==> src/uart_cfg_pkg.sv <==
package uart_cfg_pkg;

  // Line timing, 434 clocks per bit at 250 MHz
  localparam int bit_cycles      = 434;
  localparam int frame_bits      = 11;  // Start, 8 data, parity, stop
  localparam int gap_bits        = 16;  // Idle bit times between the two write frames
  localparam int rx_timeout_bits = 64;

  localparam int bit_cnt_w = $clog2(bit_cycles);
  localparam logic [bit_cnt_w-1:0] bit_last      = bit_cnt_w'(bit_cycles - 1);
  localparam logic [bit_cnt_w-1:0] half_bit_last = bit_cnt_w'(bit_cycles / 2 - 1);

  // Bit index inside a frame, the start bit is index 0
  localparam int frame_idx_w = $clog2(frame_bits);
  localparam logic [frame_idx_w-1:0] stop_idx = frame_idx_w'(frame_bits - 1);

  localparam int gap_cnt_w = $clog2(gap_bits);
  localparam logic [gap_cnt_w-1:0] gap_last = gap_cnt_w'(gap_bits - 1);

  // Reply window counted in clocks from the opening of a read
  localparam int timeout_cycles = rx_timeout_bits * bit_cycles;
  localparam int timeout_cnt_w  = $clog2(timeout_cycles);
  localparam logic [timeout_cnt_w-1:0] timeout_last = timeout_cnt_w'(timeout_cycles - 1);

endpackage

==> src/uart_cmd_pkg.sv <==
package uart_cmd_pkg;

  typedef struct packed {
    logic       is_write;
    logic [6:0] addr;
    logic [7:0] data;
  } cmd_wr_t;

  typedef struct packed {
    logic       is_write;
    logic [6:0] addr;
    logic [7:0] rsvd;  // Ignored on a read
  } cmd_rd_t;

  // Host command word, bit 15 selects the view
  typedef union packed {
    cmd_wr_t wr;
    cmd_rd_t rd;
  } cmd_word_u;

  // One frame payload for the tx engine, sent data first and LSB first
  typedef struct packed {
    logic [7:0] data;
    logic       parity;
    logic       stop;
  } tx_job_t;

  typedef struct packed {
    logic [7:0] data;
    logic       parity_ok;
    logic       stop_ok;
  } rx_frame_t;

  typedef enum logic [1:0] {
    err_none,
    err_parity,
    err_stop,
    err_timeout
  } read_err_e;

  typedef struct packed {
    logic [7:0] data;
    read_err_e  err;
  } read_result_t;

endpackage

==> src/cmd_decode.sv <==
`timescale 1ns/10ps

module cmd_decode (
  input  logic                    clk,
  input  logic                    rst_n,
  input  uart_cmd_pkg::cmd_word_u cmd_in,
  input  logic                    cmd_vld,
  input  logic                    tx_rdy,
  input  logic                    tx_done,
  input  logic                    rd_close,
  output logic                    cmd_rdy,
  output logic                    tx_vld,
  output uart_cmd_pkg::tx_job_t   tx_job,
  output logic                    rd_open
);

  typedef enum logic [2:0] {
    s_idle,
    s_hdr,
    s_gap,
    s_data,
    s_read
  } state_e;

  state_e                             state;
  uart_cmd_pkg::cmd_word_u            cmd_q;
  uart_cmd_pkg::tx_job_t              job_q;
  logic                               job_pend;
  logic [uart_cfg_pkg::bit_cnt_w-1:0] bit_cnt;
  logic [uart_cfg_pkg::gap_cnt_w-1:0] gap_cnt;
  logic [7:0]                         hdr_byte;
  logic                               gap_end;

  function automatic uart_cmd_pkg::tx_job_t make_job(input logic [7:0] b);
    uart_cmd_pkg::tx_job_t j;
    j.data   = b;
    j.parity = ^b;  // Even parity
    j.stop   = 1'b1;
    return j;
  endfunction

  // Both views share the upper byte, so the header is the same for reads and writes
  assign hdr_byte = {cmd_in.wr.is_write, cmd_in.wr.addr};

  assign gap_end = (bit_cnt == uart_cfg_pkg::bit_last) && (gap_cnt == uart_cfg_pkg::gap_last);

  assign cmd_rdy = (state == s_idle);
  assign tx_vld  = job_pend;
  assign tx_job  = job_q;

  always_ff @(posedge clk or negedge rst_n)
  begin
    if (!rst_n)
    begin
      state    <= s_idle;
      job_pend <= 1'b0;
      rd_open  <= 1'b0;
      bit_cnt  <= '0;
      gap_cnt  <= '0;
    end
    else
    begin
      if (job_pend && tx_rdy)
        job_pend <= 1'b0;
      case (state)
        s_idle:
          if (cmd_vld)
          begin
            state    <= s_hdr;
            job_pend <= 1'b1;
          end
        s_hdr:
          if (tx_done)
          begin
            if (cmd_q.wr.is_write)
              state <= s_gap;
            else
            begin
              state   <= s_read;
              rd_open <= 1'b1;
            end
          end
        s_gap:
          if (gap_end)
          begin
            bit_cnt  <= '0;
            gap_cnt  <= '0;
            state    <= s_data;
            job_pend <= 1'b1;
          end
          else if (bit_cnt == uart_cfg_pkg::bit_last)
          begin
            bit_cnt <= '0;
            gap_cnt <= gap_cnt + 1'b1;
          end
          else
            bit_cnt <= bit_cnt + 1'b1;
        s_data:
          if (tx_done)
            state <= s_idle;
        s_read:
          if (rd_close)
          begin
            state   <= s_idle;
            rd_open <= 1'b0;
          end
        default:
          state <= s_idle;
      endcase
    end
  end

  // Header job is built at acceptance, the data job at the end of the gap
  always_ff @(posedge clk)
  begin
    if (cmd_vld && cmd_rdy)
    begin
      cmd_q <= cmd_in;
      job_q <= make_job(hdr_byte);
    end
    else if (state == s_gap && gap_end)
      job_q <= make_job(cmd_q.wr.data);
  end

endmodule

==> src/read_result.sv <==
`timescale 1ns/10ps

module read_result (
  input  logic                       clk,
  input  logic                       rst_n,
  input  logic                       rd_open,
  input  logic                       rx_vld,
  input  uart_cmd_pkg::rx_frame_t    rx_frame,
  output logic                       rd_close,
  output logic                       read_vld,
  output uart_cmd_pkg::read_result_t read_res
);

  logic [uart_cfg_pkg::timeout_cnt_w-1:0] to_cnt;
  logic                                   live;
  logic                                   timed_out;

  // The read stays live until the closing pulse has been seen by the sequencer
  assign live      = rd_open && !read_vld;
  assign timed_out = live && (to_cnt == uart_cfg_pkg::timeout_last);
  assign rd_close  = read_vld;

  always_ff @(posedge clk or negedge rst_n)
  begin
    if (!rst_n)
    begin
      to_cnt   <= '0;
      read_vld <= 1'b0;
    end
    else
    begin
      read_vld <= live && (rx_vld || timed_out);
      if (!rd_open)
        to_cnt <= '0;
      else if (live)
        to_cnt <= to_cnt + 1'b1;
    end
  end

  always_ff @(posedge clk)
  begin
    if (live && rx_vld)
    begin
      read_res.data <= rx_frame.data;
      if (!rx_frame.parity_ok)
        read_res.err <= uart_cmd_pkg::err_parity;
      else if (!rx_frame.stop_ok)
        read_res.err <= uart_cmd_pkg::err_stop;
      else
        read_res.err <= uart_cmd_pkg::err_none;
    end
    else if (timed_out)
    begin
      read_res.data <= 8'h00;
      read_res.err  <= uart_cmd_pkg::err_timeout;
    end
  end

endmodule

==> src/uart_bridge_top.sv <==
`timescale 1ns/10ps

module uart_bridge_top (
  input  logic                       clk,
  input  logic                       rst_n,
  input  uart_cmd_pkg::cmd_word_u    cmd_in,
  input  logic                       cmd_vld,
  input  logic                       rx,
  output logic                       cmd_rdy,
  output logic                       tx,
  output logic                       read_vld,
  output uart_cmd_pkg::read_result_t read_res
);

  logic                    tx_vld;
  logic                    tx_rdy;
  logic                    tx_done;
  uart_cmd_pkg::tx_job_t   tx_job;
  logic                    rd_open;
  logic                    rd_close;
  logic                    rx_vld;
  uart_cmd_pkg::rx_frame_t rx_frame;

  cmd_decode u_cmd_decode (
    .clk      (clk),
    .rst_n    (rst_n),
    .cmd_in   (cmd_in),
    .cmd_vld  (cmd_vld),
    .tx_rdy   (tx_rdy),
    .tx_done  (tx_done),
    .rd_close (rd_close),
    .cmd_rdy  (cmd_rdy),
    .tx_vld   (tx_vld),
    .tx_job   (tx_job),
    .rd_open  (rd_open)
  );

  uart_tx_frame u_tx_frame (
    .clk     (clk),
    .rst_n   (rst_n),
    .tx_vld  (tx_vld),
    .tx_job  (tx_job),
    .tx_rdy  (tx_rdy),
    .tx_done (tx_done),
    .tx      (tx)
  );

  uart_rx_frame u_rx_frame (
    .clk      (clk),
    .rst_n    (rst_n),
    .rx       (rx),
    .rx_vld   (rx_vld),
    .rx_frame (rx_frame)
  );

  read_result u_read_result (
    .clk      (clk),
    .rst_n    (rst_n),
    .rd_open  (rd_open),
    .rx_vld   (rx_vld),
    .rx_frame (rx_frame),
    .rd_close (rd_close),
    .read_vld (read_vld),
    .read_res (read_res)
  );

endmodule

==> src/uart_rx_frame.sv <==
`timescale 1ns/10ps

module uart_rx_frame (
  input  logic                    clk,
  input  logic                    rst_n,
  input  logic                    rx,
  output logic                    rx_vld,
  output uart_cmd_pkg::rx_frame_t rx_frame
);

  typedef enum logic [1:0] {
    s_idle,
    s_start,
    s_bits
  } state_e;

  state_e                               state;
  logic [1:0]                           rx_sync;
  logic                                 rx_prev;
  logic                                 rx_s;
  logic                                 fall;
  logic [uart_cfg_pkg::bit_cnt_w-1:0]   bit_cnt;
  logic [uart_cfg_pkg::frame_idx_w-1:0] bit_idx;
  logic [8:0]                           shreg;  // Parity on top, data below
  logic                                 sample;

  assign rx_s   = rx_sync[1];
  assign fall   = rx_prev && !rx_s;
  assign sample = (state == s_bits) && (bit_cnt == uart_cfg_pkg::bit_last);

  always_ff @(posedge clk or negedge rst_n)
  begin
    if (!rst_n)
    begin
      rx_sync <= 2'b11;
      rx_prev <= 1'b1;
      state   <= s_idle;
      bit_cnt <= '0;
      bit_idx <= '0;
      rx_vld  <= 1'b0;
    end
    else
    begin
      rx_sync <= {rx_sync[0], rx};
      rx_prev <= rx_s;
      rx_vld  <= 1'b0;
      case (state)
        s_idle:
          if (fall)
          begin
            state   <= s_start;
            bit_cnt <= '0;
          end
        s_start:
          if (bit_cnt == uart_cfg_pkg::half_bit_last)
          begin
            bit_cnt <= '0;
            bit_idx <= 1'b1;
            // A glitch that is high again by mid-bit is no start bit
            state   <= rx_s ? s_idle : s_bits;
          end
          else
            bit_cnt <= bit_cnt + 1'b1;
        s_bits:
          if (sample)
          begin
            bit_cnt <= '0;
            if (bit_idx == uart_cfg_pkg::stop_idx)
            begin
              state  <= s_idle;
              rx_vld <= 1'b1;  // Mid stop bit
            end
            else
              bit_idx <= bit_idx + 1'b1;
          end
          else
            bit_cnt <= bit_cnt + 1'b1;
        default:
          state <= s_idle;
      endcase
    end
  end

  always_ff @(posedge clk)
  begin
    if (sample)
    begin
      if (bit_idx == uart_cfg_pkg::stop_idx)
      begin
        rx_frame.data      <= shreg[7:0];
        rx_frame.parity_ok <= ~^shreg;
        rx_frame.stop_ok   <= rx_s;
      end
      else
        shreg <= {rx_s, shreg[8:1]};  // LSB arrives first
    end
  end

endmodule

==> src/uart_tx_frame.sv <==
`timescale 1ns/10ps

module uart_tx_frame (
  input  logic                  clk,
  input  logic                  rst_n,
  input  logic                  tx_vld,
  input  uart_cmd_pkg::tx_job_t tx_job,
  output logic                  tx_rdy,
  output logic                  tx_done,
  output logic                  tx
);

  logic                                 busy;
  logic [uart_cfg_pkg::bit_cnt_w-1:0]   bit_cnt;
  logic [uart_cfg_pkg::frame_idx_w-1:0] bit_idx;
  logic [9:0]                           shreg;  // Bits still to go after the start bit
  logic                                 bit_end;

  assign bit_end = busy && (bit_cnt == uart_cfg_pkg::bit_last);
  assign tx_rdy  = !busy;
  assign tx_done = bit_end && (bit_idx == uart_cfg_pkg::stop_idx);  // Last clock of the stop bit

  always_ff @(posedge clk or negedge rst_n)
  begin
    if (!rst_n)
    begin
      busy    <= 1'b0;
      bit_cnt <= '0;
      bit_idx <= '0;
      tx      <= 1'b1;
    end
    else if (!busy)
    begin
      if (tx_vld)
      begin
        busy    <= 1'b1;
        bit_cnt <= '0;
        bit_idx <= '0;
        tx      <= 1'b0;  // Start bit
      end
    end
    else if (bit_end)
    begin
      bit_cnt <= '0;
      if (bit_idx == uart_cfg_pkg::stop_idx)
      begin
        busy <= 1'b0;
        tx   <= 1'b1;
      end
      else
      begin
        bit_idx <= bit_idx + 1'b1;
        tx      <= shreg[0];
      end
    end
    else
      bit_cnt <= bit_cnt + 1'b1;
  end

  always_ff @(posedge clk)
  begin
    if (!busy && tx_vld)
      shreg <= {tx_job.stop, tx_job.parity, tx_job.data};
    else if (bit_end)
      shreg <= {1'b1, shreg[9:1]};
  end

endmodule
==> config.mk <==
export PLATFORM = sky130hd
export DESIGN_NAME = uart_bridge_top
export DESIGN_NICKNAME = d
export VERILOG_FILES = /design/src/uart_cfg_pkg.sv /design/src/uart_cmd_pkg.sv /design/src/cmd_decode.sv /design/src/read_result.sv /design/src/uart_bridge_top.sv /design/src/uart_rx_frame.sv /design/src/uart_tx_frame.sv
export SDC_FILE = /design/constraint.sdc
export NUM_CORES = 1
export LEC_CHECK = 0
export BUFFER_PORTS_ARGS = -buffer_cell sky130_fd_sc_hd__buf_2
export CAP_MARGIN = 10
export CORE_UTILIZATION = 25
export DETAILED_ROUTE_END_ITERATION = 8
export SLEW_MARGIN = 20
export SYNTH_ARGS = -nofsm -noshare
export SYNTH_HDL_FRONTEND = slang
export SYNTH_SLANG_ARGS = --single-unit
==> constraint.sdc <==
create_clock -name clk -period 2.6 [get_ports clk]
set_input_delay 0.39 -clock clk [delete_from_list [all_inputs] [get_ports clk]]
set_output_delay 0.39 -clock clk [all_outputs]
set_load 0.03 [all_outputs]
* Word-level counts from Yosys, hierarchy flattened
Cells that the tools add are included.
** Cells by class
- Reductions and logical operators :: 39
- Div/mod/pow operators :: 0
- Add/sub/neg operators :: 7
- Order comparisons :: 0
- Bitwise logic cells :: 1
- Multiply operators :: 0
- Eq/ne operators :: 28
- Multiplexer cells :: 61
- Shift-type cells :: 0
** Operators by type and width (number)
- 9-bit two-way mux :: 10
- 10-bit two-way mux :: 4
- 4-bit two-way mux :: 9
- 15-bit two-way mux :: 2
- 9-bit by 1-bit adder with 9-bit output (second input constant) :: 3
- 9-bit == test (second input constant) :: 3
- 9-bit case mux with 3 select lines :: 1
- 3-bit two-way mux :: 6
- 1-bit two-way mux :: 17
- 2-bit inequality test (second input constant) :: 8
- 8-bit XOR reduction :: 2
- 15-bit by 1-bit adder with 15-bit output (second input constant) :: 1
- 15-bit == test (second input constant) :: 1
- 3-bit case mux with 5 select lines :: 1
- 2-bit two-way mux :: 7
- 2-bit nonzero test :: 7
- 4-bit by 1-bit adder with 4-bit output (second input constant) :: 3
- 4-bit == test (second input constant) :: 3
- 1-bit logical AND :: 12
- 2-bit by 1-bit inequality test with 1-bit output (second input constant) :: 6
- 4-bit AND reduction :: 3
- 2-bit AND reduction :: 5
- 9-bit by 8-bit == test with 1-bit output (second input constant) :: 1
- 9-bit XNOR reduction :: 1
- other kinds (16) :: 20
** Storage, ports and cells
- Input bits :: 20
- Output and inout bits :: 13
- Bits in writable memories :: 0
- ROM bits :: 0
- Logic and storage cells :: 163
- Bits in latches :: 0
- Memories kept :: 0
- Bits in registers :: 131

* Longest topological paths before layout
- Depth after elaboration :: 5
- Mapped depth :: 7
- Mapped depth without buffers :: 6

* By module
A second synthesis with hierarchy kept.
** Second synthesis, totals
- Cell total of the unflattened synthesis :: 507
- Area, all modules :: 6174.7 um^2
** Modules (own cells, without submodules)
- uart_rx_frame :: cells each 148, times used 1, area an instance 1849.3 um^2, sequential area each 1049.8 um^2
- cmd_decode :: cells each 136, times used 1, area an instance 1796.7 um^2, sequential area each 991.0 um^2
- uart_tx_frame :: cells each 116, times used 1, area an instance 1298.7 um^2, sequential area each 676.9 um^2
- read_result :: cells each 107, times used 1, area an instance 1229.9 um^2, sequential area each 700.7 um^2

* Worst setup path before layout
Ideal clock, no wire load.
- Kind :: reg-to-reg
- Start :: register u_cmd_decode.state[1]
- End :: register u_cmd_decode.job_q, in the netlist u_cmd_decode.tx_job[2], data pin
- Data required time :: 2.340 ns
- Library setup time :: 0.260 ns
- Period minus slack after synthesis :: 2.300 ns
- Data arrival time :: 2.040 ns
- Stages on the path, launching flop included :: 5
- Slack :: 0.300 ns
- Buffers on the path :: 1
- Cells stage by stage :: dfrtp_1 > nor3_1 > and2_1 > buf_2 > mux2_2
** On the way
- Word-level cells in the longest chain between the ends :: 3
** RTL lines
- start: declaration :: RTL line cmd_decode.sv:25 : state_e state;
- start signal: assignment :: RTL line cmd_decode.sv:55 : state <= s_idle;
- start signal: assignment :: RTL line cmd_decode.sv:69 : state <= s_hdr;
- start signal: assignment :: RTL line cmd_decode.sv:76 : state <= s_gap;
- 3-bit logical NOT :: RTL line cmd_decode.sv:47 : assign cmd_rdy = (state == s_idle);
- named net cmd_rdy :: RTL line uart_bridge_top.sv:9 : output logic cmd_rdy,
- 1-bit logical AND :: RTL line cmd_decode.sv:116 : if (cmd_vld && cmd_rdy)
- 10-bit two-way mux :: RTL line cmd_decode.sv:116
- end signal: assignment :: RTL line cmd_decode.sv:119 : job_q <= make_job(hdr_byte);
- end signal: assignment :: RTL line cmd_decode.sv:122 : job_q <= make_job(cmd_q.wr.data);
- end: declaration :: RTL line cmd_decode.sv:27 : uart_cmd_pkg::tx_job_t job_q;
The timed path passes the listed nets, and every way through them passes these cells.
A chain may end at the register's enable or synchronous reset.

* Final worst setup path
- Start :: register u_cmd_decode.bit_cnt[1] in the netlist's numbering
- End :: register u_cmd_decode.job_q, in the netlist u_cmd_decode.tx_job[8], enable pin
** On the way
- Word-level cells in the longest chain between the ends :: 4
** RTL lines
- start: declaration :: RTL line cmd_decode.sv:29 : logic [uart_cfg_pkg::bit_cnt_w-1:0] bit_cnt;
- start signal: assignment :: RTL line cmd_decode.sv:97 : bit_cnt <= bit_cnt + 1'b1;
- 9-bit == test :: RTL line cmd_decode.sv:45 : assign gap_end = (bit_cnt == uart_cfg_pkg::bit_last) && (gap_cnt == uart_cfg_pkg::gap_last);
- 1-bit logical AND :: RTL line cmd_decode.sv:45
- 1-bit logical AND :: RTL line cmd_decode.sv:121 : else if (state == s_gap && gap_end)
- 2-bit nonzero test (no source line)
No other way between the ends.

==> metrics.md <==
| Metric | Value |
|---|---|
| Dpl ws | `471 ps` |
| Startpoint Class | `flop` |
| CTS tree | `done` |
| Initial core utilization | `25.4%` |
| Ratio of cells with drive above 1 in the final layout | `17.1%` |
| Asr flop ratio synth | `54.8%` |
| Synth area leaders | `edfxtp_1, dfrtp_1, xnor2_1` |
| Fin area | `7200 sq um` |
| Yosys cell types | `71` |
| Post-synth top flop | `dfrtp_1` |
| Delay-heaviest family, CP | `compound AO/OA/AOI/OAI gates` |
| Clock Sinks | `124` |
| GRT Total Usage | `9.10%` |
| Nets | `592` |
| Worst Slack Setup Final | `499 ps` |
| Syn nets | `543` |
| Dpl hpwl | `6.92 mm` |
| EDFF count, synth | `56` |
| Post-CTS setup buffers | `0` |
| Die area | `24400 sq um` |
| WP data arrival | `2140 ps` |
| Drt pass-1 iters | `4` |
| Final min period | `2100 ps` |
| Worst Tran Pin Value | `892 ps` |
| Vias in the first global route | `3720` |
| CP required | `2640 ps` |
| Synthesis Warnings | `0` |
| DR vias/cell | `4.29` |
| Largest net degree at the start of global routing | `69` |
| Cell Rows | `56` |
| Top cell type's share of synthesized area | `28.3%` |
| Hold buffer count at CTS | `1` |
| Total Routed Length | `10.3 mm` |
| Setup violations, final | `0` |
| Most common cell in the synthesized netlist | `nand2_1` |
| Outcome | `completed` |
| Worst path max stage delay | `740 ps` |
| Placer Congestion | `0.740` |
| RSZ-0062 raised after global routing | `no` |
| Worst Hold Class | `input port to flop` |
| Crit. End Element | `flop` |
| Power per cell area | `730 nW/um^2` |
| FILL cells | `2378` |
| CP max stage cell | `o21bai_1` |
| Seq/Total Area, Yosys | `57.1%` |
| Diode count | `0` |
| Hold_ws | `79.2 ps` |
| Die width | `156 um` |
| DRC violations left | `0` |
| Critical path cell sequence | `inv_1 -> ha_1 -> and4_1 -> nand3_1 -> o21bai_1` |
| Slew Viols, Final | `0` |
| WL/cell | `11.6 um` |
| CTS H-tree depth | `4` |
| Area leader, netlist | `edfxtp_1` |
| DP Area | `6530 sq um` |
| Gr ovfl total | `0` |
| First-pass GRT wire length | `17.5 mm` |
| Final core occ | `30.7%` |
| Pwr Total | `5.25 mW` |
| # IOs | `33` |
| Period Utilization, post-route | `80.8%` |
| Yosys reg bits | `124` |
| Mapped Cells | `506` |
| CP Class | `flop to flop` |
| Max Cap Viol | `0` |
| Vias after detailed routing | `3802` |
| Initial antenna violation count | `0` |
| Die Y | `156 um` |
| Core area | `23400 sq um` |
| Post-CTS Resized | `0` |
| Peak supply drop | `0.000324 V` |
| Top cells by count, synth | `nand2_1, dfrtp_1, edfxtp_1, xnor2_1, nand3_1` |
| Clk_lat worst skew | `420 ps` |
| CP bufs+invs | `1` |
| Leak | `2.78 nW` |
| Hold Violations, Final | `0` |
| Cts bufs inserted | `17` |
| Root Driver | `clkbuf_16` |
| Setup TNS | `0 ps` |
| Placed insts | `854` |
| Slew headroom | `40.4%` |
| Syn-to-layout area delta | `21.3%` |
| DRT iter0 DRCs | `243` |
| Final Skew | `14.1 ps` |
| Clock transition at the registers of the reported paths | `60 ps` |
| Post-Layout Cell Count | `887` |
| Syn Area/Cell | `11.7 sq um` |
| CP Max Fanout | `11` |
| CTS Buffer Depth | `2` |
| Routed Antenna Nets | `0` |
| Highest clock rate | `476 MHz` |
| PortBufs | `32` |
| Post-Syn Area | `5930 sq um` |
[worst paths after layout]
path	from	endpoint	slack, ps	depth (start not counted)
setup / recovery	u_cmd_decode.bit_cnt[1]$_DFFE_PN0P_	u_cmd_decode.tx_job[8]$_DFFE_PP_	500	5
min in group asynchronous	rst_n	u_rx_frame.state[0]$_DFFE_PN0P_	510	3
hold reg to reg	u_rx_frame.rx_sync[0]$_DFF_PN1_	u_rx_frame.rx_sync[1]$_DFF_PN1_	360	0
hold / removal	rx	u_rx_frame.rx_sync[0]$_DFF_PN1_	80	1
setup reg to reg	u_cmd_decode.bit_cnt[1]$_DFFE_PN0P_	u_cmd_decode.tx_job[8]$_DFFE_PP_	500	5
max in group asynchronous	rst_n	u_tx_frame.tx$_DFFE_PN1P_	1710	3
[final cells by class]
class                           count  area [sq um]  share of cell area [%]
Clock buffer                       21           440                    6.12
Clock inverter                     11           218                    3.03
Inverter                           16          60.1                   0.835
Multi-Input combinational cell    351          2420                    33.6
Sequential cell                   124          3390                    47.1
Tap cell                          319           399                    5.55
Timing Repair Buffer               45           273                    3.79
[power by group]
group / switching, mW / total, mW / internal, mW
clock: 0.837 / 2.64 / 1.80
sequential: 0.0358 / 2.11 / 2.08
combinational: 0.330 / 0.501 / 0.170
[registers in the layout (all words and copies together) (netlist names), 2 cells and up]
signal,flops
u_cmd_decode.bit_cnt,9
u_cmd_decode.cmd_q,9
u_cmd_decode.gap_cnt,4
u_cmd_decode.state,3
u_cmd_decode.tx_job,9
u_read_result.read_res,10
u_read_result.to_cnt,15
u_rx_frame.bit_cnt,9
u_rx_frame.bit_idx,4
u_rx_frame.rx_frame,10
u_rx_frame.rx_sync,2
u_rx_frame.shreg,9
u_rx_frame.state,2
u_tx_frame.bit_cnt,9
u_tx_frame.bit_idx,4
u_tx_frame.shreg,9
[layer usage]
metal  wire [um]  up-vias  GRT usage (%)
met5           0        -              0
met3         268       18           2.28
met1        5000     1797           11.5
li1            -     1942              -
met2        4780       45           14.1
met4         201        0           5.28
[kinds of logic (layout without fill, tap and decap cells)]
family / count (synthesis) / count (layout) / share of synthesized area [%]
fa+ha+maj: 17 / 17 / 3.58
mux: 21 / 21 / 3.73
simple gates: 200 / 200 / 18.8
xor+xnor: 38 / 38 / 5.61
flops: 124 / 124 / 57.1
compound gates: 75 / 75 / 9.02
buf+inv: 31 / 93 / 2.17
[layout by cell type (no fill, tap or decap), types with 4 or more instances in the layout]
cell type and n:
edfxtp_1 56, xor2_1 8, or3_1 6, clkbuf_16 17, nand3_1 20, a31oi_1 4, mux2_2 8, a21o_1 4
and4_1 4, o31ai_1 4, nand2b_1 10, o211ai_1 5, ha_1 17, nor3b_1 7, and3_1 8, nand2_1 69
dfstp_2 4, o22ai_1 5, xnor2_1 30, inv_1 16, mux2i_1 12, o21ai_0 16, bufinv_16 6, a21oi_1 9
nor2b_1 4, and2_1 18, dfrtp_1 64, clkbuf_1 4, nor4_1 6, o2111ai_1 6, nor2_1 13, buf_4 11
o311ai_1 4, buf_2 32, nand4_1 10
Power figures use the tool's default switching activity.
